<file path="config.mk">
export PLATFORM = sky130hd
export DESIGN_NAME = gb_serial
export DESIGN_NICKNAME = d
export VERILOG_FILES = /design/src/hdl/gb_map_pkg.sv /design/src/hdl/gb_io_pkg.sv /design/src/hdl/gb_serial.sv
export SDC_FILE = /design/constraint.sdc
export NUM_CORES = 1
export LEC_CHECK = 0
export BUFFER_PORTS_ARGS = -buffer_cell sky130_fd_sc_hd__buf_2
export CORE_ASPECT_RATIO = 1.75
export CORE_MARGIN = 1
export CORE_UTILIZATION = 46
export DETAILED_ROUTE_END_ITERATION = 8
export HOLD_SLACK_MARGIN = 0.12
export PLACE_DENSITY = 0.74
export SYNTH_ARGS = -nofsm -noshare
export SYNTH_HDL_FRONTEND = slang
export SYNTH_SLANG_ARGS = --single-unit
</file>
<file path="constraint.sdc">
create_clock -name clk_cpu -period 1.89 [get_ports clk_cpu]
set_input_delay 0.378 -clock clk_cpu [delete_from_list [all_inputs] [get_ports clk_cpu]]
set_output_delay 0.378 -clock clk_cpu [all_outputs]
set_load 0.02 [all_outputs]
</file>
<file path="src/hdl/gb_map_pkg.sv">
// cpu address map
package gb_map_pkg;

    typedef logic [15:0] addr_t;   // cpu address
    typedef logic [7:0]  data_t;   // cpu data byte

    // decoded bus target, one per peripheral register or ram
    typedef enum logic [2:0] {
        none,     // unmapped, reads open bus
        wram,     // c000-fdff incl. echo
        hram,     // ff80-fffe
        joy,
        sb,
        sc,
        if_reg,
        ie_reg
    } region_t;

    localparam int wram_addr_width = 13;   // 8 KiB
    localparam int hram_addr_width = 7;    // 127 bytes used

    // ----------------------------------------
    // register and region addresses
    // ----------------------------------------
    localparam addr_t joy_addr  = 16'hff00;
    localparam addr_t sb_addr   = 16'hff01;
    localparam addr_t sc_addr   = 16'hff02;
    localparam addr_t if_addr   = 16'hff0f;
    localparam addr_t ie_addr   = 16'hffff;
    localparam addr_t wram_base = 16'hc000;
    localparam addr_t echo_end  = 16'hfdff;   // last echo byte
    localparam addr_t hram_base = 16'hff80;

    localparam data_t open_bus = 8'hff;      // nothing drives the bus

endpackage

</file>
<file path="src/hdl/gb_io_pkg.sv">
// interrupt, joypad and serial definitions
package gb_io_pkg;

    typedef logic [4:0] irq_t;   // one bit per source

    // bit positions, lower number wins
    localparam int irq_vblank = 0;
    localparam int irq_lcd    = 1;
    localparam int irq_timer  = 2;
    localparam int irq_serial = 3;
    localparam int irq_joypad = 4;

    localparam int irq_vec_base = 'h40;   // rst vector of bit 0
    localparam int irq_vec_step = 8;
    localparam gb_map_pkg::data_t idle_vec = 8'h55;   // nothing pending

    // ----------------------------------------
    // serial timing
    // ----------------------------------------
    localparam int serial_bit_cycles = 512;   // 8192 Hz from cpu clock
    localparam int serial_bits       = 8;
    localparam int serial_div_width  = $clog2(serial_bit_cycles);
    localparam int serial_cnt_width  = $clog2(serial_bits + 1);
    localparam logic [serial_div_width-1:0] serial_div_max =
        serial_div_width'(serial_bit_cycles - 1);
    localparam logic [serial_cnt_width-1:0] serial_cnt_load =
        serial_cnt_width'(serial_bits);

    // ----------------------------------------
    // fixed bits of register reads
    // ----------------------------------------
    localparam gb_map_pkg::data_t if_pad  = 8'he0;   // 7..5 read 1
    localparam gb_map_pkg::data_t ie_pad  = 8'h00;   // 7..5 read 0
    localparam gb_map_pkg::data_t sc_pad  = 8'h7e;   // 6..1 read 1
    localparam gb_map_pkg::data_t joy_pad = 8'hc0;   // 7..6 read 1

endpackage

</file>
<file path="src/hdl/gb_serial.sv">
// serial port, internal clock only
`timescale 1ns/1ns

module gb_serial (
    input  logic              clk_cpu,
    input  logic              reset,
    input  logic              sb_wr,
    input  logic              sc_wr,
    input  gb_map_pkg::data_t cpu_do,
    output gb_map_pkg::data_t sb_q,
    output gb_map_pkg::data_t sc_q,
    output logic              serial_irq,
    output logic              sc_int_clock
);

    logic                                    sc_start;   // sc bit 7
    logic [gb_io_pkg::serial_div_width-1:0]  clk_div;    // cycles left in bit
    logic [gb_io_pkg::serial_cnt_width-1:0]  bit_cnt;    // bits left
    gb_map_pkg::data_t                       sb_r;
    logic                                    xfer_run;
    logic                                    shift_tick;

    assign xfer_run   = sc_start & sc_int_clock & ~sc_wr;
    assign shift_tick = xfer_run && clk_div == '0 && bit_cnt != '0;

    // ----------------------------------------
    // control and bit timing
    // ----------------------------------------
    always_ff @(posedge clk_cpu) begin
        if (reset) begin
            sc_start     <= 1'b0;
            sc_int_clock <= 1'b0;
            serial_irq   <= 1'b0;
            clk_div      <= gb_io_pkg::serial_div_max;
            bit_cnt      <= gb_io_pkg::serial_cnt_load;
        end else begin
            serial_irq <= 1'b0;
            if (sc_wr) begin
                sc_start     <= cpu_do[7];
                sc_int_clock <= cpu_do[0];
                if (cpu_do[7]) begin   // restart transfer
                    clk_div <= gb_io_pkg::serial_div_max;
                    bit_cnt <= gb_io_pkg::serial_cnt_load;
                end
            end else if (xfer_run) begin
                clk_div <= clk_div - 1'b1;   // wraps to max
                if (shift_tick) begin
                    bit_cnt <= bit_cnt - 1'b1;
                end
                if (bit_cnt == '0) begin   // all bits out
                    serial_irq <= 1'b1;
                    sc_start   <= 1'b0;
                    clk_div    <= gb_io_pkg::serial_div_max;
                    bit_cnt    <= gb_io_pkg::serial_cnt_load;
                end
            end
        end
    end

    // data byte, ones come in as no partner drives the line
    always_ff @(posedge clk_cpu) begin
        if (sb_wr) begin
            sb_r <= cpu_do;
        end else if (shift_tick) begin
            sb_r <= {sb_r[6:0], 1'b1};
        end
    end

    assign sb_q = sb_r;
    assign sc_q = gb_io_pkg::sc_pad | {sc_start, 6'b000000, sc_int_clock};

endmodule

</file>
==> results.json <==
{
  "synth_cell_types": 39,
  "crit_path_max_fanout": 4,
  "fillerInstances": 219,
  "dp_hpwl_microns": 1840,
  "viasPerCell": 5.50,
  "grt_util_met3": 0.0193,
  "end_kind": "register",
  "synthSimpleGateAreaFrac": 0.143,
  "die_y_microns": 69.0,
  "area_growth_pct": 20.0,
  "clkSinkCount": 24,
  "start_util": 0.480,
  "drv_slew": 0,
  "syn_avg_cell_area_sq_um": 10.5,
  "pre_cts_slack_ps": -8.18,
  "postRouteAntennaNets": 0,
  "final_layout_size_suffix_gt1_frac": 0.345,
  "tightest_slew_ps": 564,
  "wl_microns": 2370,
  "grt_pass1_vias": 914,
  "grt_max_degree": 14,
  "met1_usage": 0.199,
  "grt_pass1_wl_microns": 3860,
  "cts_root_buf": "clkbuf_8",
  "cts_max_path_buffers": 2,
  "cts_tree": "done",
  "fin_util": 0.576,
  "insertion_delay_ps": 260,
  "clock_skew_ps": 4.32,
  "power_density_nw_per_um2": 709,
  "clkTransAtPathRegs_ps": 80,
  "design.portCount": 30,
  "postCtsSetupBuffers": 0,
  "cp.arrival_ps": 2030,
  "p_comb_frac": 0.131,
  "ir_drop_v": 0.000406,
  "die_w_microns": 40.3,
  "hold_violations": 0,
  "grt_setup_unrepaired": "false",
  "first_pass_iters": 4,
  "synth_xor_area_frac": 0.0593,
  "period_share": 0.979,
  "ys_seq_area_frac": 0.475,
  "period_needed_ps": 1850,
  "fp.dieArea_sq_um": 2780,
  "drv_cap": 0,
  "synth_edf_count": 8,
  "synth_seq_cells": 24,
  "p_switching_uw": 251,
  "worst_ep_required_time_ps": 2070,
  "dr.first_iter.drc_count": 22,
  "max_freq_mhz": 540,
  "status": "complete, no violations",
  "stdcell_area_sq_um": 1420,
  "drc": 0,
  "fin_ws_ps": 38.8,
  "relSlewSlack": 0.614,
  "grt-busiest-layer": "met2",
  "syn_area_sq_um": 1180,
  "core_sq_um": 2460,
  "intPower_uw": 753,
  "fin_nets": 155,
  "critPathKind": "reg2reg",
  "seq_power_share": 0.565,
  "diodes": 0,
  "clockPowerShare": 0.304,
  "fp-row-count": 24,
  "ys_warn_count": 0,
  "netSwitchingFraction": 0.250,
  "postSynth.topFlopCell": "dfxtp_1",
  "antenna_found_initial": 0,
  "portBuffers": 23,
  "via_count": 907,
  "synth.area.mux_share": 0.0752,
  "numCtsBuffers": 3,
  "track_usage": 0.196,
  "synthCells": 113,
  "placed_area_sq_um": 1340,
  "start_kind": "register",
  "hp-class": "in2reg",
  "overflow": 0,
  "synth_top_family_by_area": "simple AND/OR/NAND/NOR gates",
  "power_mw": 1.00,
  "use_met2": 0.353,
  "synth_compound_area_frac": 0.126,
  "finalWeightedCongestion": 0.800,
  "synthArstFlopShare": 0,
  "ctsHoldBuffers": 0,
  "tns_ps": 0,
  "setup_viol": 0,
  "routedWlPerCell_microns": 14.3,
  "synth_fa_ha_area_frac": 0.0318,
  "cts-htree-levels": 1,
  "p_leak_nw": 0.560
}
## placed cells by master (no fill, tap or decap), types with 2 or more instances in the layout
cell type / count
buf_2: 23
dfxtp_1: 15
nand2_1: 12
xnor2_1: 8
edfxtp_1: 8
inv_1: 7
mux2_2: 7
conb_1: 6
a21oi_1: 4
a2111oi_0: 4
buf_4: 4
or4_1: 3
nor2_1: 3
ha_1: 3
clkbuf_8: 3
a211oi_1: 2
## final timing paths
| path | depth (start not counted) | endpoint | startpoint | slack (ps) |
|---|---|---|---|---|
| hold / removal | 2 | sc_start | reset | 370 |
| setup reg to reg | 5 | bit_cnt[1] | clk_div[1] | 40 |
| hold reg to reg | 2 | sc_start | sc_start | 490 |
| setup / recovery | 5 | bit_cnt[1] | clk_div[1] | 40 |
## routing by layer
metal  up-vias  wire length (microns)  share of wire
met2        33                   1310           0.55
li1        443                      -              -
met5         -                      0              0
met4         0                     46          0.019
met1       427                    885           0.37
met3         4                    122          0.052
## power by group through the flow
stage	Combinational, mW	Sequential (mW)	Clock, mW
2_1_floorplan	0.0771	0.596	0
3_3_place_gp	0.127	0.577	0
3_5_place_dp	0.131	0.579	0
4_1_cts	0.131	0.567	0.312
5_1_grt	0.146	0.571	0.331
6_report	0.132	0.567	0.305
## critical path, cell delays in order (launching register included)
cell and delay (ps):
dfxtp_2 340, inv_1 50, ha_1 150, or4b_4 510, or4_1 540, o31ai_2 190
## sequential cells by signal (all words and copies together) (netlist names)
name and cells:
serial_irq 1, sc_start 1, clk_div 9, sb_q 8, sc_int_clock 1, bit_cnt 4
## repair_timing
item	CTS	global route
setup endpoints to repair	8	9
pin swaps	1	3
resized for setup	1	5
## cells by family (layout without fill, tap and decap cells)
kind of cell / after synthesis / after routing
buffers and inverters: 19 / 40
xor gates and xnor gates: 8 / 8
muxes: 8 / 8
other: 1 / 6
DFF: 24 / 24
and+or+nand+nor: 31 / 31
AOI/OAI and AO/OA: 19 / 19
adders and majority gates: 3 / 3
## synth_stat cells, types with 2 or more instances
cell | number | area [sq um]
ha_1 | 3 | 37.5
a211oi_1 | 2 | 15.0
nor2_1 | 3 | 11.3
clkbuf_1 | 2 | 7.51
xnor2_1 | 8 | 70.1
a21oi_1 | 4 | 20.0
mux2_2 | 7 | 78.8
or4_1 | 3 | 22.5
a2111oi_0 | 4 | 35.0
edfxtp_1 | 8 | 240
dfxtp_1 | 16 | 320
buf_4 | 8 | 60.1
or2_2 | 2 | 12.5
nand2_1 | 12 | 45.0
inv_1 | 7 | 26.3
## per-stage QoR
step / instances / hold WS [ps]
after floorplan: 118 / 447
final: 165 / 368
after CTS: 165 / 361
after global placement: 161 / 468
after detailed placement: 161 / 482
after global routing: 165 / 375
## layout make-up
class | instances | area (sq um) | share of cell area
clock buffers | 3 | 41.3 | 0.0291
inverters | 7 | 26.3 | 0.0185
flip-flops and latches | 24 | 562 | 0.396
clock inverters | 1 | 3.75 | 0.00265
well taps | 26 | 32.5 | 0.0229
repair buffers | 29 | 176 | 0.124
multi-input cells | 75 | 576 | 0.406
(Power assumes the default switching activity.)
