**src/hdl/gb_map_pkg.sv**
```systemverilog
// cpu address map
package gb_map_pkg;

    typedef logic [15:0] addr_t;   // cpu address
    typedef logic [7:0]  data_t;   // cpu data byte

    // decoded bus target, one per peripheral register or ram
    typedef enum logic [2:0] {
        none,     // unmapped, reads open bus
        wram,     // c000-fdff incl. echo
        hram,     // ff80-fffe
        joy,
        sb,
        sc,
        if_reg,
        ie_reg
    } region_t;

    localparam int wram_addr_width = 13;   // 8 KiB
    localparam int hram_addr_width = 7;    // 127 bytes used

    // ----------------------------------------
    // register and region addresses
    // ----------------------------------------
    localparam addr_t joy_addr  = 16'hff00;
    localparam addr_t sb_addr   = 16'hff01;
    localparam addr_t sc_addr   = 16'hff02;
    localparam addr_t if_addr   = 16'hff0f;
    localparam addr_t ie_addr   = 16'hffff;
    localparam addr_t wram_base = 16'hc000;
    localparam addr_t echo_end  = 16'hfdff;   // last echo byte
    localparam addr_t hram_base = 16'hff80;

    localparam data_t open_bus = 8'hff;      // nothing drives the bus

endpackage

```
**src/hdl/gb_io_pkg.sv**
```systemverilog
// interrupt, joypad and serial definitions
package gb_io_pkg;

    typedef logic [4:0] irq_t;   // one bit per source

    // bit positions, lower number wins
    localparam int irq_vblank = 0;
    localparam int irq_lcd    = 1;
    localparam int irq_timer  = 2;
    localparam int irq_serial = 3;
    localparam int irq_joypad = 4;

    localparam int irq_vec_base = 'h40;   // rst vector of bit 0
    localparam int irq_vec_step = 8;
    localparam gb_map_pkg::data_t idle_vec = 8'h55;   // nothing pending

    // ----------------------------------------
    // serial timing
    // ----------------------------------------
    localparam int serial_bit_cycles = 512;   // 8192 Hz from cpu clock
    localparam int serial_bits       = 8;
    localparam int serial_div_width  = $clog2(serial_bit_cycles);
    localparam int serial_cnt_width  = $clog2(serial_bits + 1);
    localparam logic [serial_div_width-1:0] serial_div_max =
        serial_div_width'(serial_bit_cycles - 1);
    localparam logic [serial_cnt_width-1:0] serial_cnt_load =
        serial_cnt_width'(serial_bits);

    // ----------------------------------------
    // fixed bits of register reads
    // ----------------------------------------
    localparam gb_map_pkg::data_t if_pad  = 8'he0;   // 7..5 read 1
    localparam gb_map_pkg::data_t ie_pad  = 8'h00;   // 7..5 read 0
    localparam gb_map_pkg::data_t sc_pad  = 8'h7e;   // 6..1 read 1
    localparam gb_map_pkg::data_t joy_pad = 8'hc0;   // 7..6 read 1

endpackage

```
**src/hdl/gb_interrupts.sv**
```systemverilog
// interrupt flag and enable
`timescale 1ns/1ns

module gb_interrupts (
    input  logic              clk_cpu,
    input  logic              reset,
    input  logic              if_wr,
    input  logic              ie_wr,
    input  gb_map_pkg::data_t cpu_do,
    input  logic              vblank_evt,
    input  logic              lcd_evt,
    input  logic              timer_evt,
    input  logic              serial_irq,
    input  logic              joy_event,
    input  logic              irq_ack,     // held for the ack cycle
    output gb_map_pkg::data_t if_q,
    output gb_map_pkg::data_t ie_q,
    output gb_map_pkg::data_t irq_vec,
    output logic              irq_n
);

    gb_io_pkg::irq_t if_r;
    gb_io_pkg::irq_t ie_r;
    gb_io_pkg::irq_t src;
    gb_io_pkg::irq_t src_old;    // last cycle's sources
    gb_io_pkg::irq_t src_rise;
    gb_io_pkg::irq_t pending;    // flagged and enabled
    gb_io_pkg::irq_t ack_clr;
    logic            ack_old;
    logic            ack_end;

    always_comb begin
        src                        = '0;
        src[gb_io_pkg::irq_vblank] = vblank_evt;
        src[gb_io_pkg::irq_lcd]    = lcd_evt;
        src[gb_io_pkg::irq_timer]  = timer_evt;
        src[gb_io_pkg::irq_serial] = serial_irq;
        src[gb_io_pkg::irq_joypad] = joy_event;
    end

    assign src_rise = src & ~src_old;
    assign pending  = if_r & ie_r;
    assign ack_end  = ack_old & ~irq_ack;   // end of ack cycle
    // lowest set bit of pending
    assign ack_clr  = {5{ack_end}} & pending & (~pending + 5'd1);

    // ----------------------------------------
    // fixed priority vector
    // ----------------------------------------
    always_comb begin
        irq_vec = gb_io_pkg::idle_vec;
        for (int i = gb_io_pkg::irq_joypad; i >= 0; i--) begin
            if (pending[i]) begin   // lower bit overrides
                irq_vec = 8'(gb_io_pkg::irq_vec_base + gb_io_pkg::irq_vec_step * i);
            end
        end
    end

    always_ff @(posedge clk_cpu) begin
        if (reset) begin
            if_r    <= '0;
            ie_r    <= '0;
            src_old <= '0;
            ack_old <= 1'b0;
            irq_n   <= 1'b1;
        end else begin
            src_old <= src;
            ack_old <= irq_ack;
            irq_n   <= ~|pending;
            if (if_wr) begin
                if_r <= cpu_do[4:0];   // cpu write replaces flags
            end else begin
                if_r <= (if_r & ~ack_clr) | src_rise;
            end
            if (ie_wr) begin
                ie_r <= cpu_do[4:0];
            end
        end
    end

    assign if_q = gb_io_pkg::if_pad | {3'b000, if_r};
    assign ie_q = gb_io_pkg::ie_pad | {3'b000, ie_r};

endmodule

```
**config.mk**
```make
export PLATFORM = sky130hd
export DESIGN_NAME = gb_interrupts
export DESIGN_NICKNAME = d
export VERILOG_FILES = /design/src/hdl/gb_map_pkg.sv /design/src/hdl/gb_io_pkg.sv /design/src/hdl/gb_interrupts.sv
export SDC_FILE = /design/constraint.sdc
export NUM_CORES = 1
export LEC_CHECK = 0
export BUFFER_PORTS_ARGS = -buffer_cell sky130_fd_sc_hd__buf_2
export CAP_MARGIN = 20
export CORE_MARGIN = 4
export CORE_UTILIZATION = 39
export CTS_BUF_LIST = sky130_fd_sc_hd__clkbuf_4
export DETAILED_ROUTE_END_ITERATION = 10
export GPL_TIMING_DRIVEN = 0
export PLACE_DENSITY = 0.83
export SETUP_SLACK_MARGIN = 0.02
export SKIP_CTS_REPAIR_TIMING = 1
export SLEW_MARGIN = 20
export SYNTH_ARGS = -nofsm -noshare
export SYNTH_HDL_FRONTEND = slang
export SYNTH_SLANG_ARGS = --single-unit
```
**constraint.sdc**
```tcl
create_clock -name clk_cpu -period 2 [get_ports clk_cpu]
set_input_delay 0.1 -clock clk_cpu [delete_from_list [all_inputs] [get_ports clk_cpu]]
set_output_delay 0.1 -clock clk_cpu [all_outputs]
set_load 0.02 [all_outputs]
```
==> results of run 1 <==
## cells in the mapped netlist
cell type | number | area [um^2]
nand2_2 | 2 | 12.5
conb_1 | 2 | 7.51
nor2b_4 | 1 | 13.8
a2111oi_2 | 1 | 15.0
mux2i_1 | 5 | 50.1
buf_2 | 3 | 15.0
nor2b_2 | 1 | 8.76
nand3_1 | 5 | 25.0
and2_1 | 1 | 6.26
ha_1 | 2 | 25.0
buf_4 | 10 | 75.1
or2_1 | 1 | 6.26
a22oi_1 | 1 | 7.51
a21boi_1 | 1 | 7.51
nor3_1 | 5 | 25.0
nor2b_1 | 10 | 62.6
a221oi_1 | 4 | 35.0
nor2_1 | 7 | 26.3
nand2_1 | 4 | 15.0
nor4bb_1 | 1 | 10.0
dfxtp_1 | 17 | 340
a31oi_1 | 1 | 6.26
inv_1 | 5 | 18.8
a21oi_1 | 1 | 5.00
## through the flow
stage | instance area, um^2 | hold slack [ns] | cells
after floorplan | 846 | 0.172 | 98
after global placement | 1020 | 0.326 | 154
after detailed placement | 1020 | 0.334 | 154
after CTS | 1050 | 0.0322 | 158
after global routing | 1050 | 0.0292 | 158
final | 1050 | 0.0335 | 158
## cell families after synthesis
kind of cell | count (synthesis) | synth area share [%]
compound gates | 9 | 9.31
fa+ha+maj | 2 | 3.05
buf+inv | 18 | 13.3
flops | 17 | 41.5
mux | 5 | 6.11
other cells | 2 | 0.916
simple gates | 38 | 25.8
## critical path, delay by kind of cell (launching register included)
family                   cells  cell delay, ns
AO/OA/AOI/OAI                1            0.27
adder cells (fa/ha/maj)      2            0.49
flip-flops                   1            0.40
AND/OR/NAND/NOR              4            0.39
## state kept, by name (all words and copies together), names as in the netlist
register  cells
ie_r          5
if_r          5
src_old       5
ack_old       1
irq_n         1
## cell type report
cell class / count / area (um^2)
well taps: 27 / 33.8
multi-input cells: 63 / 397
plain buffers: 13 / 90.1
flip-flops and latches: 17 / 340
repair buffers: 29 / 145
inverters: 5 / 18.8
clock buffers: 4 / 30.0
fillers: 179 / 927
## path summary, 6_finish.rpt
path                            slack, ns  depth (start not counted)               endpoint                  from
worst max-delay path                 0.34                          7     if_r[4]$_SDFF_PP0_  ie_r[1]$_SDFFE_PP0P_
worst min-delay path                 0.03                          2  src_old[2]$_SDFF_PP0_             timer_evt
worst max register to register       0.34                          7     if_r[4]$_SDFF_PP0_  ie_r[1]$_SDFFE_PP0P_
worst min register to register       0.56                          2   ie_r[3]$_SDFFE_PP0P_  ie_r[3]$_SDFFE_PP0P_
## layer usage
layer | wire, um | share of wire (%)
met3 | 214 | 12
met4 | 39 | 2.1
met5 | 0 | 0
met1 | 763 | 42
met2 | 814 | 44
## layout by cell type (no fill, tap or decap), types with 2 or more instances in the layout
cell type / Yosys / layout
nand2_2: 2 / 2
conb_1: 2 / 9
mux2i_1: 5 / 5
clkbuf_4: 0 / 4
inv_1: 5 / 5
nor2b_1: 10 / 10
buf_2: 3 / 32
ha_1: 2 / 2
a221oi_1: 4 / 4
buf_4: 10 / 10
nor3_1: 5 / 5
nor2_1: 7 / 7
nand3_1: 5 / 5
nand2_1: 4 / 4
dfxtp_1: 17 / 17
## report_power, final
group	switching [mW]	internal [mW]	total [mW]	leakage (nW)
clock	0.103	0.0911	0.194	0.0184
sequential	0.0171	0.360	0.377	0.141
combinational	0.0967	0.0707	0.167	0.358
total	0.217	0.522	0.739	0.518
==> impl_metrics.tcl, run 1 <==
set metrics [dict create \
    cts_buffers 3 \
    grt_antenna_before_repair 0 \
    grt_pass1_vias 668 \
    slowest_delay_ns 0.40 \
    std_cell_rows 16 \
    syn_avg_cell_area_um2 9.01 \
    status "complete, no violations" \
    finalPower_mw 0.739 \
    grt_use_total_pct 13.3 \
    wirelength_mm 1.83 \
    clk_path_buf_depth 2 \
    wl_per_cell_um 11.6 \
    grtUsageMet3_pct 3.32 \
    grtUsageMet2_pct 21.0 \
    clkSinkCount 17 \
    grt_pass1_wl_mm 2.73 \
    setup_viol 0 \
    endpoint_kind "flip-flop" \
    start_util_pct 41.4 \
    syn_inst 91 \
    startpoint_type "flip-flop" \
    clk_latency_ns 0.29 \
    worstPathMaxFanout 4 \
    crit_type "flip-flop to flip-flop" \
    finalWorstSetupSlack_ns 0.343 \
    utilization_pct 53.2 \
    viasPerCell 4.60 \
    htree_levels 1 \
    rsz0062_at_grt "no" \
    grt_max_degree 11 \
    ys_seq_elements 17 \
    critPathMostFrequentCell "ha_1" \
    dp_hpwl_mm 1.44 \
    crit_chain "nand2_2 -> ha_1 -> and2_1 -> ha_1 -> nand3_1 -> a221oi_1 -> nor3_1" \
    nNetsFinal 152 \
    ios 43 \
    grtUsageMet1_pct 15.7 \
    power_density_nw_per_um2 701 \
    crit_arrival_ns 1.83 \
    period_share_pct 82.8 \
    drc 0 \
    area_delta_synth_final_pct 28.7 \
    grt-ovfl-total 0 \
    clkTransAtPathRegs_ns 0.09 \
    port_buffers 29 \
    place.gp.congestion 0.759 \
    fin_setup_tns_ns 0 \
    hold_viol 0 \
    ant_nets 0 \
    first_pass_iters 4 \
    drt_iter0_drc 16 \
    ys_seq_area_share_pct 41.5 \
    holdCritPathClass "input port to flip-flop" \
    core_area_um2 1980 \
    max-vdd-ir-drop_mv 0.292 \
    root_buffer "clkbuf_4" \
    netlist_area_um2 820 \
    grt-busiest-layer "met2" \
    die_h_um 53.8 \
    dieWidth_um 53.8 \
    power_leakage_nw 0.518 \
    insertedDiodeCount 0 \
    fmax_mhz 604 \
    fin_crit_ns 1.66 \
    drive_above_1_share_pct 38.9 \
    vias 727 \
    final.setup_skew_ns 0.00311 \
    cts_tree "yes" \
    crit_slowest_cell "dfxtp_1" \
    worstPathRequired_ns 2.18 \
    die_area_um2 2900 \
    slew_viol_final 0 \
    maxCapViolations 0 \
    yosys_warnings 0 \
    yosysUniqueCellTypes 24 \
    place_ws_ns 0.349 \
]
(Power assumes the default switching activity.)
==> run 2, diff against run 1 <==
PLACE_DENSITY = 0.86   (was 0.83)
clock period = 1.45 ns   (was 2 ns; I/O delays follow)
==> impl_metrics.tcl, run 2 (synthesized netlist as in run 1, its figures left out) <==
set metrics [dict create \
    reg2reg_depth 7 \
    grt_pass1_wl_mm 2.75 \
    crit_chain "nand2_4 -> ha_4 -> and2_4 -> ha_4 -> nand3_2 -> a221oi_2 -> nor3_1" \
    critPathMostFrequentCell "ha_4" \
    drc 0 \
    ant_nets 0 \
    hp-start "timer_evt" \
    clk_path_buf_depth 2 \
    grt_use_total_pct 13.3 \
    startpoint_type "flip-flop" \
    finalWorstSetupSlack_ns -0.0211 \
    insertedDiodeCount 0 \
    crit_arrival_ns 1.66 \
    grt-ovfl-total 0 \
    root_buffer "clkbuf_4" \
    clkSinkCount 17 \
    grt_pass1_vias 656 \
    grt_antenna_before_repair 0 \
    wl_per_cell_um 11.6 \
    hold_depth 2 \
    endpoint_kind "flip-flop" \
    max-vdd-ir-drop_mv 0.372 \
    drt_iter0_drc 10 \
    start_util_pct 41.4 \
    ios 43 \
    status "complete, but fails checks" \
    power_leakage_nw 0.567 \
    die_area_um2 2900 \
    area_delta_synth_final_pct 42.0 \
    setup_viol 1 \
    clk_latency_ns 0.29 \
    r2r_start "ie_r[0]$_SDFFE_PP0P_" \
    cts_buffers 3 \
    dp_hpwl_mm 1.51 \
    std_cell_rows 16 \
    holdCritPathClass "input port to flip-flop" \
    vias 743 \
    port_buffers 29 \
    first_pass_iters 4 \
    grt_max_degree 11 \
    die_h_um 53.8 \
    drive_above_1_share_pct 51.9 \
    final_cell_mix "buf_2 (29), buf_4 (14), nor2b_1 (10)" \
    layout_commonest_cell "buf_2" \
    final.setup_skew_ns 0.00616 \
    r2r_end "if_r[4]$_SDFF_PP0_" \
    worstPathRequired_ns 1.64 \
    utilization_pct 58.7 \
    cts_tree "yes" \
    fmax_mhz 680 \
    nNetsFinal 154 \
    top_regs "ie_r: 5 flops, if_r: 5 flops, src_old: 5 flops" \
    worstPathMaxFanout 4 \
    period_share_pct 101 \
    hold_viol 0 \
    crit_slowest_cell "dfxtp_4" \
    maxCapViolations 0 \
    clkTransAtPathRegs_ns 0.10 \
    slowest_delay_ns 0.38 \
    worstHoldEndpoint "src_old[2]$_SDFF_PP0_" \
    slew_viol_final 0 \
    htree_levels 1 \
    power_density_nw_per_um2 883 \
    rrSetupSlack_ns -0.02 \
    dieWidth_um 53.8 \
    place.gp.congestion 0.772 \
    rsz0062_at_grt "yes" \
    core_area_um2 1980 \
    crit_type "flip-flop to flip-flop" \
    fin_setup_tns_ns -0.0211 \
    viasPerCell 4.64 \
    wirelength_mm 1.85 \
    violations "negative setup slack" \
    fin_crit_ns 1.47 \
]
[run 2: where the power goes]
part,switching [mW],internal (mW),leakage (nW)
logic,0.140,0.117,0.404
registers,0.0293,0.496,0.145
clock network,0.143,0.103,0.0177
[run 2: worst max-delay path, delay by kind of cell, from the launching register on]
| kind | cells | cell delay [ns] |
|---|---|---|
| adders and majority gates | 2 | 0.41 |
| DFF | 1 | 0.38 |
| AOI/OAI and AO/OA | 1 | 0.24 |
| and+or+nand+nor | 4 | 0.35 |
[run 2: worst max path at each step]
stage | from | to | slack [ns]
floorplan | ie_r[0]$_SDFFE_PP0P_ | if_r[4]$_SDFF_PP0_ | -0.008
global placement | ie_r[0]$_SDFFE_PP0P_ | if_r[4]$_SDFF_PP0_ | 0.007
detailed placement | ie_r[0]$_SDFFE_PP0P_ | if_r[4]$_SDFF_PP0_ | -0.01
CTS | ie_r[2]$_SDFFE_PP0P_ | irq_vec[2] | -0.13
global route | ie_r[2]$_SDFFE_PP0P_ | irq_vec[2] | -0.11
finish | ie_r[0]$_SDFFE_PP0P_ | if_r[4]$_SDFF_PP0_ | -0.02
[run 2: final cells by class]
cell class                      instances  area, um^2
Timing Repair Buffer                   31         171
Tap cell                               27        33.8
Clock inverter                          1        5.00
Clock buffer                            3        22.5
Fill cell                             175         818
Sequential cell                        17         363
Multi-Input combinational cell         63         459
Inverter                                5        18.8
Buffer                                 13        90.1
[run 2: metrics by stage]
stage / total power, mW / cells / instance area (um^2) / setup WS, ns / hold slack (ns)
6_report: 1.03 / 160 / 1160 / -0.0211 / 0.00619
5_1_grt: 1.09 / 160 / 1160 / -0.107 / 0.0112
4_1_cts: 1.03 / 158 / 1120 / -0.125 / -0.00109
3_5_place_dp: 0.780 / 154 / 1090 / -0.0106 / 0.309
3_3_place_gp: 0.771 / 154 / 1090 / 0.00727 / 0.297
2_1_floorplan: 0.702 / 98 / 915 / -0.00828 / 0.144
[run 2: layer usage]
| layer | vias to the layer above | GRT usage (%) | share of wire (%) |
|---|---|---|---|
| li1 | 374 | - | - |
| met4 | 0 | 6.38 | 1.7 |
| met1 | 331 | 15.9 | 41 |
| met3 | 5 | 3.05 | 11 |
| met2 | 33 | 22.2 | 46 |
| met5 | - | 0 | 0 |
