[src/hdl/gb_map_pkg.sv]
// cpu address map
package gb_map_pkg;

    typedef logic [15:0] addr_t;   // cpu address
    typedef logic [7:0]  data_t;   // cpu data byte

    // decoded bus target, one per peripheral register or ram
    typedef enum logic [2:0] {
        none,     // unmapped, reads open bus
        wram,     // c000-fdff incl. echo
        hram,     // ff80-fffe
        joy,
        sb,
        sc,
        if_reg,
        ie_reg
    } region_t;

    localparam int wram_addr_width = 13;   // 8 KiB
    localparam int hram_addr_width = 7;    // 127 bytes used

    // ----------------------------------------
    // register and region addresses
    // ----------------------------------------
    localparam addr_t joy_addr  = 16'hff00;
    localparam addr_t sb_addr   = 16'hff01;
    localparam addr_t sc_addr   = 16'hff02;
    localparam addr_t if_addr   = 16'hff0f;
    localparam addr_t ie_addr   = 16'hffff;
    localparam addr_t wram_base = 16'hc000;
    localparam addr_t echo_end  = 16'hfdff;   // last echo byte
    localparam addr_t hram_base = 16'hff80;

    localparam data_t open_bus = 8'hff;      // nothing drives the bus

endpackage

[src/hdl/gb_cpu_bus.sv]
// cpu bus decode and read mux
`timescale 1ns/1ns

module gb_cpu_bus (
    input  logic              clk_cpu,
    input  logic              reset,
    input  gb_map_pkg::addr_t cpu_addr,
    input  logic              cpu_wr,
    input  logic              cpu_rd,
    input  logic              irq_ack,
    output logic              wram_wr,
    output logic              hram_wr,
    output logic              joy_wr,
    output logic              sb_wr,
    output logic              sc_wr,
    output logic              if_wr,
    output logic              ie_wr,
    input  gb_map_pkg::data_t wram_q,
    input  gb_map_pkg::data_t hram_q,
    input  gb_map_pkg::data_t joy_q,
    input  gb_map_pkg::data_t sb_q,
    input  gb_map_pkg::data_t sc_q,
    input  gb_map_pkg::data_t if_q,
    input  gb_map_pkg::data_t ie_q,
    input  gb_map_pkg::data_t irq_vec,
    output gb_map_pkg::data_t cpu_di
);

    gb_map_pkg::region_t region;
    gb_map_pkg::region_t sel_q;     // region of last read
    logic                ack_q;     // last read was an ack
    logic                rd_valid;  // read data due this cycle
    gb_map_pkg::data_t   reg_byte;
    gb_map_pkg::data_t   reg_q;     // register byte, lined up with ram q
    gb_map_pkg::data_t   rd_byte;
    gb_map_pkg::data_t   hold_q;    // keeps cpu_di between reads

    // ----------------------------------------
    // address decode
    // ----------------------------------------
    always_comb begin
        region = gb_map_pkg::none;
        if (cpu_addr >= gb_map_pkg::wram_base && cpu_addr <= gb_map_pkg::echo_end)
            region = gb_map_pkg::wram;
        else if (cpu_addr == gb_map_pkg::ie_addr)
            region = gb_map_pkg::ie_reg;
        else if (cpu_addr >= gb_map_pkg::hram_base)
            region = gb_map_pkg::hram;
        else if (cpu_addr == gb_map_pkg::joy_addr)
            region = gb_map_pkg::joy;
        else if (cpu_addr == gb_map_pkg::sb_addr)
            region = gb_map_pkg::sb;
        else if (cpu_addr == gb_map_pkg::sc_addr)
            region = gb_map_pkg::sc;
        else if (cpu_addr == gb_map_pkg::if_addr)
            region = gb_map_pkg::if_reg;
    end

    assign wram_wr = cpu_wr && region == gb_map_pkg::wram;
    assign hram_wr = cpu_wr && region == gb_map_pkg::hram;
    assign joy_wr  = cpu_wr && region == gb_map_pkg::joy;
    assign sb_wr   = cpu_wr && region == gb_map_pkg::sb;
    assign sc_wr   = cpu_wr && region == gb_map_pkg::sc;
    assign if_wr   = cpu_wr && region == gb_map_pkg::if_reg;
    assign ie_wr   = cpu_wr && region == gb_map_pkg::ie_reg;

    // ----------------------------------------
    // read path
    // ----------------------------------------
    always_comb begin
        case (region)
            gb_map_pkg::joy:    reg_byte = joy_q;
            gb_map_pkg::sb:     reg_byte = sb_q;
            gb_map_pkg::sc:     reg_byte = sc_q;
            gb_map_pkg::if_reg: reg_byte = if_q;
            gb_map_pkg::ie_reg: reg_byte = ie_q;
            default:            reg_byte = gb_map_pkg::open_bus;
        endcase
        if (irq_ack) begin
            reg_byte = irq_vec;   // vector replaces the read
        end
    end

    always_ff @(posedge clk_cpu) begin
        if (reset) begin
            rd_valid <= 1'b0;
            ack_q    <= 1'b0;
            sel_q    <= gb_map_pkg::none;
            hold_q   <= gb_map_pkg::open_bus;
        end else begin
            rd_valid <= cpu_rd | irq_ack;
            if (cpu_rd | irq_ack) begin
                sel_q <= region;
                ack_q <= irq_ack;
            end
            if (rd_valid) begin
                hold_q <= rd_byte;
            end
        end
    end

    always_ff @(posedge clk_cpu) begin
        reg_q <= reg_byte;   // same edge as the ram output register
    end

    always_comb begin
        if (ack_q)
            rd_byte = reg_q;
        else if (sel_q == gb_map_pkg::wram)
            rd_byte = wram_q;
        else if (sel_q == gb_map_pkg::hram)
            rd_byte = hram_q;
        else
            rd_byte = reg_q;
    end

    assign cpu_di = rd_valid ? rd_byte : hold_q;

endmodule

[config.mk]
export PLATFORM = sky130hd
export DESIGN_NAME = gb_cpu_bus
export DESIGN_NICKNAME = d
export VERILOG_FILES = /design/src/hdl/gb_map_pkg.sv /design/src/hdl/gb_cpu_bus.sv
export SDC_FILE = /design/constraint.sdc
export NUM_CORES = 1
export LEC_CHECK = 0
export BUFFER_PORTS_ARGS = -buffer_cell sky130_fd_sc_hd__buf_4
export CAP_MARGIN = 25
export CORE_ASPECT_RATIO = 1.5
export CORE_MARGIN = 2
export CORE_UTILIZATION = 45
export DETAILED_ROUTE_END_ITERATION = 16
export GPL_TIMING_DRIVEN = 0
export PLACE_DENSITY = 0.95
export SYNTH_ARGS = -nofsm -noshare
export SYNTH_HDL_FRONTEND = slang
export SYNTH_SLANG_ARGS = --single-unit
export TNS_END_PERCENT = 1
[constraint.sdc]
create_clock -name clk_cpu -period 4.2 [get_ports clk_cpu]
set_clock_uncertainty 0.05 [all_clocks]
set_input_delay 0.42 -clock clk_cpu [delete_from_list [all_inputs] [get_ports clk_cpu]]
set_output_delay 0.42 -clock clk_cpu [all_outputs]
set_load 0.005 [all_outputs]
==> results of run 1 <==
==> metal layers <==
layer,part of all wire,track usage
met1,0.36,0.267
met2,0.56,0.502
met3,0.051,0.0198
met4,0.022,0.123
met5,0,0
==> Yosys cell counts (all sizes together), types with 2 or more instances <==
cell type and number:
dfxtp 21, nand2 19, a22oi 17, nor2 16
nor4 14, inv 11, nand2b 10, o21ai 9
a211o 8, a21o 8, nor2b 8, o31a 8
clkbuf 7, mux2i 7, nor3 5, nand4 4
nand3 3, or4 3, a21oi 2, buf 2
or4b 2
==> worst max-delay path, cell delays in order <==
cell	delay (ns)
buf_4	0.09
nand4_1	0.36
nor4_1	0.64
clkbuf_1	0.42
nand3b_1	0.20
nor2_1	0.07
buf_4	0.14
==> per-stage QoR <==
stage / hold WS [ns] / cell area [um^2] / utilization / worst slack, ns
after floorplan: 0.431 / 1510 / - / 1.89
after global placement: 0.449 / 2300 / 0.722 / 1.45
after detailed placement: 0.500 / 2300 / 0.722 / 1.44
after CTS: 0.294 / 2350 / 0.737 / 1.42
after global routing: 0.295 / 2350 / 0.737 / 1.28
final: 0.301 / 2350 / 0.737 / 1.40
==> power breakdown <==
group	leakage [nW]	switching [mW]	internal (mW)
logic	0.927	0.0602	0.0907
registers	0.174	0.00457	0.211
clock network	0.0255	0.0616	0.0659
total	1.13	0.126	0.368
==> cell type report <==
class,count,area (um^2)
timing repair buffer,99,743
tap,40,50.0
fill,260,840
multi-input combinational,152,1000
clock buffer,3,41.3
clock inverter,1,5.00
sequential,21,420
inverter,11,41.3
buffer,9,48.8
==> registers in the layout (all words and copies together), names as in the netlist <==
name      flops
ack_q         1
rd_valid      1
hold_q        8
reg_q         8
sel_q         3
==> placed cells by master, fill, tap and decap left out <==
| cell type | netlist | final |
|---|---|---|
| or4b_1 | 1 | 1 |
| nor4_4 | 1 | 1 |
| clkinv_2 | 0 | 1 |
| a22oi_1 | 17 | 17 |
| dfxtp_1 | 21 | 21 |
| and3_1 | 1 | 1 |
| o31a_1 | 8 | 8 |
| mux2i_1 | 7 | 7 |
| nand3_2 | 1 | 1 |
| nor3_1 | 5 | 5 |
| or2_2 | 1 | 1 |
| a211o_1 | 8 | 8 |
| nand2b_1 | 10 | 10 |
| nand3_1 | 2 | 2 |
| nand2_2 | 1 | 1 |
| and4_1 | 1 | 1 |
| a21oi_1 | 2 | 2 |
| inv_1 | 11 | 11 |
| nor4_1 | 11 | 11 |
| a41oi_1 | 1 | 1 |
| or4_1 | 2 | 2 |
| nand3b_1 | 1 | 1 |
| clkbuf_8 | 0 | 3 |
| nor2b_1 | 8 | 8 |
| nor2_1 | 16 | 16 |
| nor4_2 | 2 | 2 |
| a311oi_1 | 1 | 1 |
| or4_4 | 1 | 1 |
| nand4_1 | 4 | 4 |
| buf_4 | 0 | 99 |
| o21ai_0 | 9 | 9 |
| buf_6 | 2 | 2 |
| o22ai_1 | 1 | 1 |
| nand2_1 | 18 | 18 |
| or4b_2 | 1 | 1 |
| mux2_2 | 1 | 1 |
| a21o_1 | 8 | 8 |
| and2_1 | 1 | 1 |
| clkbuf_1 | 7 | 7 |
==> cells by family after synthesis <==
group | Yosys count | synth area share
simple gates | 89 | 0.339
mux | 8 | 0.0538
compound gates | 55 | 0.269
flops | 21 | 0.278
buf+inv | 20 | 0.0596
==> worst max-delay path by stage <==
stage	endpoint	slack, ns
floorplan	hram_wr	1.89
global placement	hram_wr	1.45
detailed placement	hram_wr	1.44
CTS	hram_wr	1.42
global route	hram_wr	1.28
finish	wram_wr	1.40
==> run summary, run 1 <==
================================================================================
Number of instances on the worst hold path ........................            2
First-pass GRT wire length ........................................      7.56 mm
Post-synth cell types .............................................           36
Antenna fix cells .................................................            0
Die X .............................................................      51.3 um
Clk_lat worst skew ................................................      0.25 ns
Via total after detailed routing ..................................        1,882
Run status ........................................................ finished, final reports clean
Area share of the largest cell type after synthesis ...............        0.278
Core footprint ....................................................    3190 um^2
Synthesized area per cell .........................................    7.83 um^2
Cell count after synthesis ........................................          193
Async set or reset register ratio after synthesis .................            0
Count of maximum capacitance violations ...........................            0
Critical Path Source .............................................. cpu_addr[14]
Die footprint .....................................................    3850 um^2
Detailed Route Iter0 Violations ...................................           55
Number of global-route vias before repair .........................        1,795
Final Hold Violating Endpoints ....................................            0
Final number of max-transition violations .........................            0
Port bufs .........................................................           99
Required time reported for the critical path endpoint .............      3.73 ns
Layout net count ..................................................          382
Inserted Clock Buffers ............................................            3
Number of gates given a new drive strength after cts ..............            0
Growth of design area from synthesis to finish ....................        55.5%
Count of synthesis-stage warnings from yosys ......................            0
Number of detailed-routing iterations run before antenna repair ...            5
Number of rows created at floorplan ...............................           25
Via density .......................................................         5.60
Cell Count Post-Placement .........................................          332
H-tree depth reported by CTS ......................................            1
Seq/Total Area, Yosys .............................................        0.278
All-layer global routing usage ....................................        0.255
Startpoint type of the worst setup path ...........................    input pin
Post-CTS setup-driven buffer insertion count ......................            0
Power per unit of standard cell area ..............................  210 nW/um^2
Measured slew at the worst slew-check pin .........................     0.760 ns
Unrepaired setup endpoints after global routing ...................           no
Number of antenna violations at the first check in global routing .            0
Number of remaining DRC errors ....................................            0
Hold EP ...........................................................     sel_q[1]
Global placer's final weighted congestion .........................        0.802
Critical-path maximum fanout ......................................           10
R2r worst-path depth ..............................................            5
Maximum number of pins on one net before global-route repair ......           13
Cell area after synthesis .........................................    1510 um^2
Clock net sink count ..............................................           21
Startpoint of the tightest hold check path ........................        reset
Mean routed wirelength per cell ...................................      14.1 um
Fraction of final layout cells with drive strength greater than 1 .        0.385
Top_reg_cell synth ................................................      dfxtp_1
Slew HR ...........................................................        0.489
Die span in y .....................................................      75.0 um
Achievable clock frequency ........................................      357 MHz
Overall power after layout ........................................       494 uW
TritonCTS clock tree ..............................................          yes
Post-route setup TNS ..............................................         0 ns
Clock period minus final worst setup slack ........................      2.80 ns
Arrival time of data at the critical path endpoint ................      2.33 ns
Number of nets still failing antenna checks after routing .........            0
Post-Route WL .....................................................      4.72 mm
Kind of end point of the critical path ............................  output port
Number of enable-type register cells in the synthesized netlist ...            0
Detailed-placement wirelength estimate ............................      3.87 mm
# IOs .............................................................          100
Number of synthesized register bits ...............................           21
Crit path kind .................................................... input pin to output port
Global route overflow .............................................            0
Synthesized netlist net count .....................................          278
Static power due to leakage .......................................      1.13 nW
Starting Density ..................................................        0.474
R2r setup slk .....................................................      2.19 ns
Reg clk slew, reported paths ......................................      0.07 ns
CTS Buffer Depth ..................................................            2
Number of setup violations in the final report ....................            0
Hold buffers post-CTS .............................................            0
Worst reg2reg path startpoint .....................................     sel_q[1]
Clock Tree Root ...................................................     clkbuf_8
Area contributors post-synth ...................................... dfxtp_1 28%, a22oi_1 8.4%, a211o_1 4.6%
Final Cycle Share .................................................        0.668
Cell accounting for the most synthesized area .....................      dfxtp_1
Maximum ir drop on the vdd rail ...................................     0.151 mV
Post-route insts no fill ..........................................          336
Hold crit path type ............................................... input pin to flop
Capture instance of the worst register-to-register path ...........    hold_q[7]
================================================================================
Power figures use the tool's default switching activity.
==> run 2: changes to the inputs <==
--- a/config.mk
+++ b/config.mk
@@ -5,14 +5,15 @@
 export SDC_FILE = /design/constraint.sdc
 export NUM_CORES = 1
 export LEC_CHECK = 0
+export ABC_AREA = 1
 export BUFFER_PORTS_ARGS = -buffer_cell sky130_fd_sc_hd__buf_4
 export CAP_MARGIN = 25
 export CORE_ASPECT_RATIO = 1.5
 export CORE_MARGIN = 2
-export CORE_UTILIZATION = 45
+export CORE_UTILIZATION = 43
 export DETAILED_ROUTE_END_ITERATION = 16
 export GPL_TIMING_DRIVEN = 0
-export PLACE_DENSITY = 0.95
+export PLACE_DENSITY = 0.92
 export SYNTH_ARGS = -nofsm -noshare
 export SYNTH_HDL_FRONTEND = slang
 export SYNTH_SLANG_ARGS = --single-unit
==> constraint.sdc (replaced) <==
create_clock -name clk_cpu -period 2.9 [get_ports clk_cpu]
set_clock_uncertainty 0.05 [all_clocks]
set_input_delay 0.29 -clock clk_cpu [delete_from_list [all_inputs] [get_ports clk_cpu]]
set_output_delay 0.29 -clock clk_cpu [all_outputs]
set_load 0.005 [all_outputs]
==> run summary, run 2 <==
================================================================================
Static power due to leakage .......................................      1.31 nW   +16%
Power per unit of standard cell area ..............................  288 nW/um^2   +37%
Most common library cell in the layout ignoring fill and taps .....      nand2_1
Kind of end point of the critical path ............................  output port
Total number of cells along the worst setup path ..................            8   +1
Capture instance of the worst register-to-register path ...........    hold_q[0]
Commonest non-fill, non-tap cells in the layout ................... 110 x nand2_1, 100 x buf_4, 31 x nand3_1, 27 x inv_1, 25 x nor2_1
Layout net count ..................................................          465   +22%
Worst reg2reg path startpoint .....................................     sel_q[2]
Post-Route WL .....................................................      4.79 mm   +1.4%
Delay of the slowest cell on the worst path .......................      0.31 ns   -0.33 ns
Number of gates given a new drive strength after cts ..............            0   unchanged
Detailed Route Iter0 Violations ...................................           70   +27%
Detailed-placement wirelength estimate ............................      4.03 mm   +4.1%
Most repeated cell in the gate-level netlist after synthesis ......      nand2_1
Number of global-route vias before repair .........................        2,036   +13%
Clock Tree Root ...................................................     clkbuf_8
Combined buffer and inverter count along the critical path ........            3   unchanged
Post-synth cell types .............................................           26   -28%
R2r setup slk .....................................................      1.34 ns   -0.85 ns
First-pass GRT wire length ........................................      7.96 mm   +5.3%
Number of rows created at floorplan ...............................           27   +8.0%
Mean routed wirelength per cell ...................................      11.4 um   -19%
Final Hold Violating Endpoints ....................................            0   unchanged
Maximum number of pins on one net before global-route repair ......           12   -1
Hold crit path type ............................................... input pin to flop
Cell accounting for the most synthesized area .....................      dfxtp_1
Antenna fix cells .................................................            0   unchanged
Critical-path maximum fanout ......................................           10   unchanged
Leading registers by flop count ................................... hold_q: 8 flops, reg_q: 8 flops, sel_q: 3 flops
Startpoint type of the worst setup path ...........................         flop
Starting Density ..................................................        0.438   -0.0355
Top_reg_cell synth ................................................      dfxtp_1
Hold buffers post-CTS .............................................            0   unchanged
Commonest cells in the netlist .................................... 110 x nand2_1, 31 x nand3_1, 27 x inv_1
All-layer global routing usage ....................................        0.240   -0.0143
Die X .............................................................      53.6 um   +4.4%
Number of synthesized register bits ...............................           21   unchanged
H-tree depth reported by CTS ......................................            1   unchanged
R2r worst-path depth ..............................................            7   +2
Post-route setup TNS ..............................................         0 ns   unchanged
Number of remaining DRC errors ....................................            0   unchanged
Top metal layer carrying routed signals ...........................         met4
Reg clk slew, reported paths ......................................      0.07 ns   about the same
Area contributors post-synth ...................................... dfxtp_1 27%, nand2_1 26%, nand3_1 9.8%
Count of synthesis-stage warnings from yosys ......................            0   unchanged
Required time reported for the critical path endpoint .............      2.56 ns   -1.17 ns
Port bufs .........................................................           98   -1.0%
Number of antenna violations at the first check in global routing .            0   unchanged
Crit path kind .................................................... flop to output port
Maximum ir drop on the vdd rail ...................................     0.293 mV   +94%
Critical-path cell list ........................................... inv_1, nand3_4, a21oi_2, buf_4, a31oi_1, o21ai_0, nand2_1, buf_4
Seq/Total Area, Yosys .............................................        0.265   -0.0127
Overall power after layout ........................................       698 uW   +41%
Async set or reset register ratio after synthesis .................            0   unchanged
Routed wl met3 ....................................................       259 um   +8.4%
Die span in y .....................................................      78.3 um   +4.5%
CP most frequent cell .............................................        buf_4
Cell class contributing the biggest share of worst-path delay ..... compound AO/OA/AOI/OAI gates
Measured slew at the worst slew-check pin .........................     0.410 ns   -0.349 ns
Hold EP ...........................................................        ack_q
Arrival time of data at the critical path endpoint ................      1.77 ns   -0.56 ns
Number of instances on the worst hold path ........................            2   unchanged
Via total after detailed routing ..................................        2,068   +9.9%
Met2 Wirelength ...................................................      2.68 mm   +0.52%
Final number of max-transition violations .........................            0   unchanged
Synthesized netlist net count .....................................          362   +30%
Core footprint ....................................................    3610 um^2   +13%
Clk_lat worst skew ................................................      0.25 ns   about the same
Number of setup violations in the final report ....................            0   unchanged
Cell count after synthesis ........................................          277   +44%
Global placer's final weighted congestion .........................        0.879   +9.6%
Number of nets still failing antenna checks after routing .........            0   unchanged
Growth of design area from synthesis to finish ....................        52.7%
Critical-path top delay cell ......................................      dfxtp_1
Cell area after synthesis .........................................    1580 um^2   +4.8%
Number of detailed-routing iterations run before antenna repair ...            4   -1
Global route overflow .............................................            0   unchanged
Fraction of final layout cells with drive strength greater than 1 .        0.327   -0.0580
Synthesized area per cell .........................................    5.72 um^2   -27%
Post-CTS setup-driven buffer insertion count ......................            0   unchanged
Inserted Clock Buffers ............................................            3   unchanged
Number of enable-type register cells in the synthesized netlist ...            0   unchanged
Wire length on met1 ...............................................      1.78 mm   +4.1%
Area share of the largest cell type after synthesis ...............        0.265   -0.0127
CTS Buffer Depth ..................................................            2   unchanged
TritonCTS clock tree ..............................................          yes
Via density .......................................................         4.90   -13%
Achievable clock frequency ........................................      475 MHz
Clock period minus final worst setup slack ........................      2.11 ns
Unrepaired setup endpoints after global routing ...................           no
# IOs .............................................................          100   unchanged
Final Cycle Share .................................................        0.726
Run status ........................................................ finished, final reports clean
Count of maximum capacitance violations ...........................            0   unchanged
Clock net sink count ..............................................           21   unchanged
Startpoint of the tightest hold check path ........................        reset
Die footprint .....................................................    4200 um^2   +9.0%
Slew HR ...........................................................        0.725   +0.236
================================================================================
run 2: power by group:
group | total [mW] | leakage (nW) | switching (mW) | internal, mW
logic | 0.204 | 1.11 | 0.0876 | 0.116
clock network | 0.178 | 0.0228 | 0.0806 | 0.0974
registers | 0.316 | 0.175 | 0.00816 | 0.308
run 2: stage by stage:
step | area, um^2 | util | setup slack, ns | hold slack (ns) | std cells
detailed placement | 2370 | 0.657 | 0.960 | 0.407 | 418
global placement | 2370 | 0.657 | 1.02 | 0.400 | 418
finish | 2420 | 0.669 | 0.794 | 0.187 | 422
global route | 2420 | 0.669 | 0.576 | 0.186 | 422
CTS | 2420 | 0.669 | 0.780 | 0.177 | 422
floorplan | 1580 | - | 1.33 | 0.309 | 277
run 2: per-layer routing:
layer,GRT usage,up-vias
met1,0.250,897
met3,0.0361,6
met2,0.469,76
li1,-,1089
met5,0,-
met4,0.0590,0
run 2: worst max path at each step:
stage	startpoint	endpoint	slack, ns
final	sel_q[2]	cpu_di[1]	0.79
after global routing	sel_q[2]	cpu_di[1]	0.58
after CTS	sel_q[2]	cpu_di[1]	0.78
after detailed placement	cpu_addr[14]	wram_wr	0.96
after global placement	cpu_addr[6]	wram_wr	1.02
after floorplan	cpu_addr[6]	wram_wr	1.33
run 2: cell families (layout without fill, tap and decap cells):
logic type             Yosys count  after routing  synth area share
AND/OR/NAND/NOR                187            187             0.521
buffers and inverters           37            139            0.0987
AO/OA/AOI/OAI                   32             32             0.115
flip-flops                      21             21             0.265
run 2: final cells by class:
cell class / instances / area, um^2
buffer: 4 / 30.0
clock buffer: 4 / 45.0
fill: 327 / 1200
inverter: 33 / 126
multi-input combinational: 219 / 1010
sequential: 21 / 420
tap: 43 / 53.8
timing repair buffer: 98 / 736
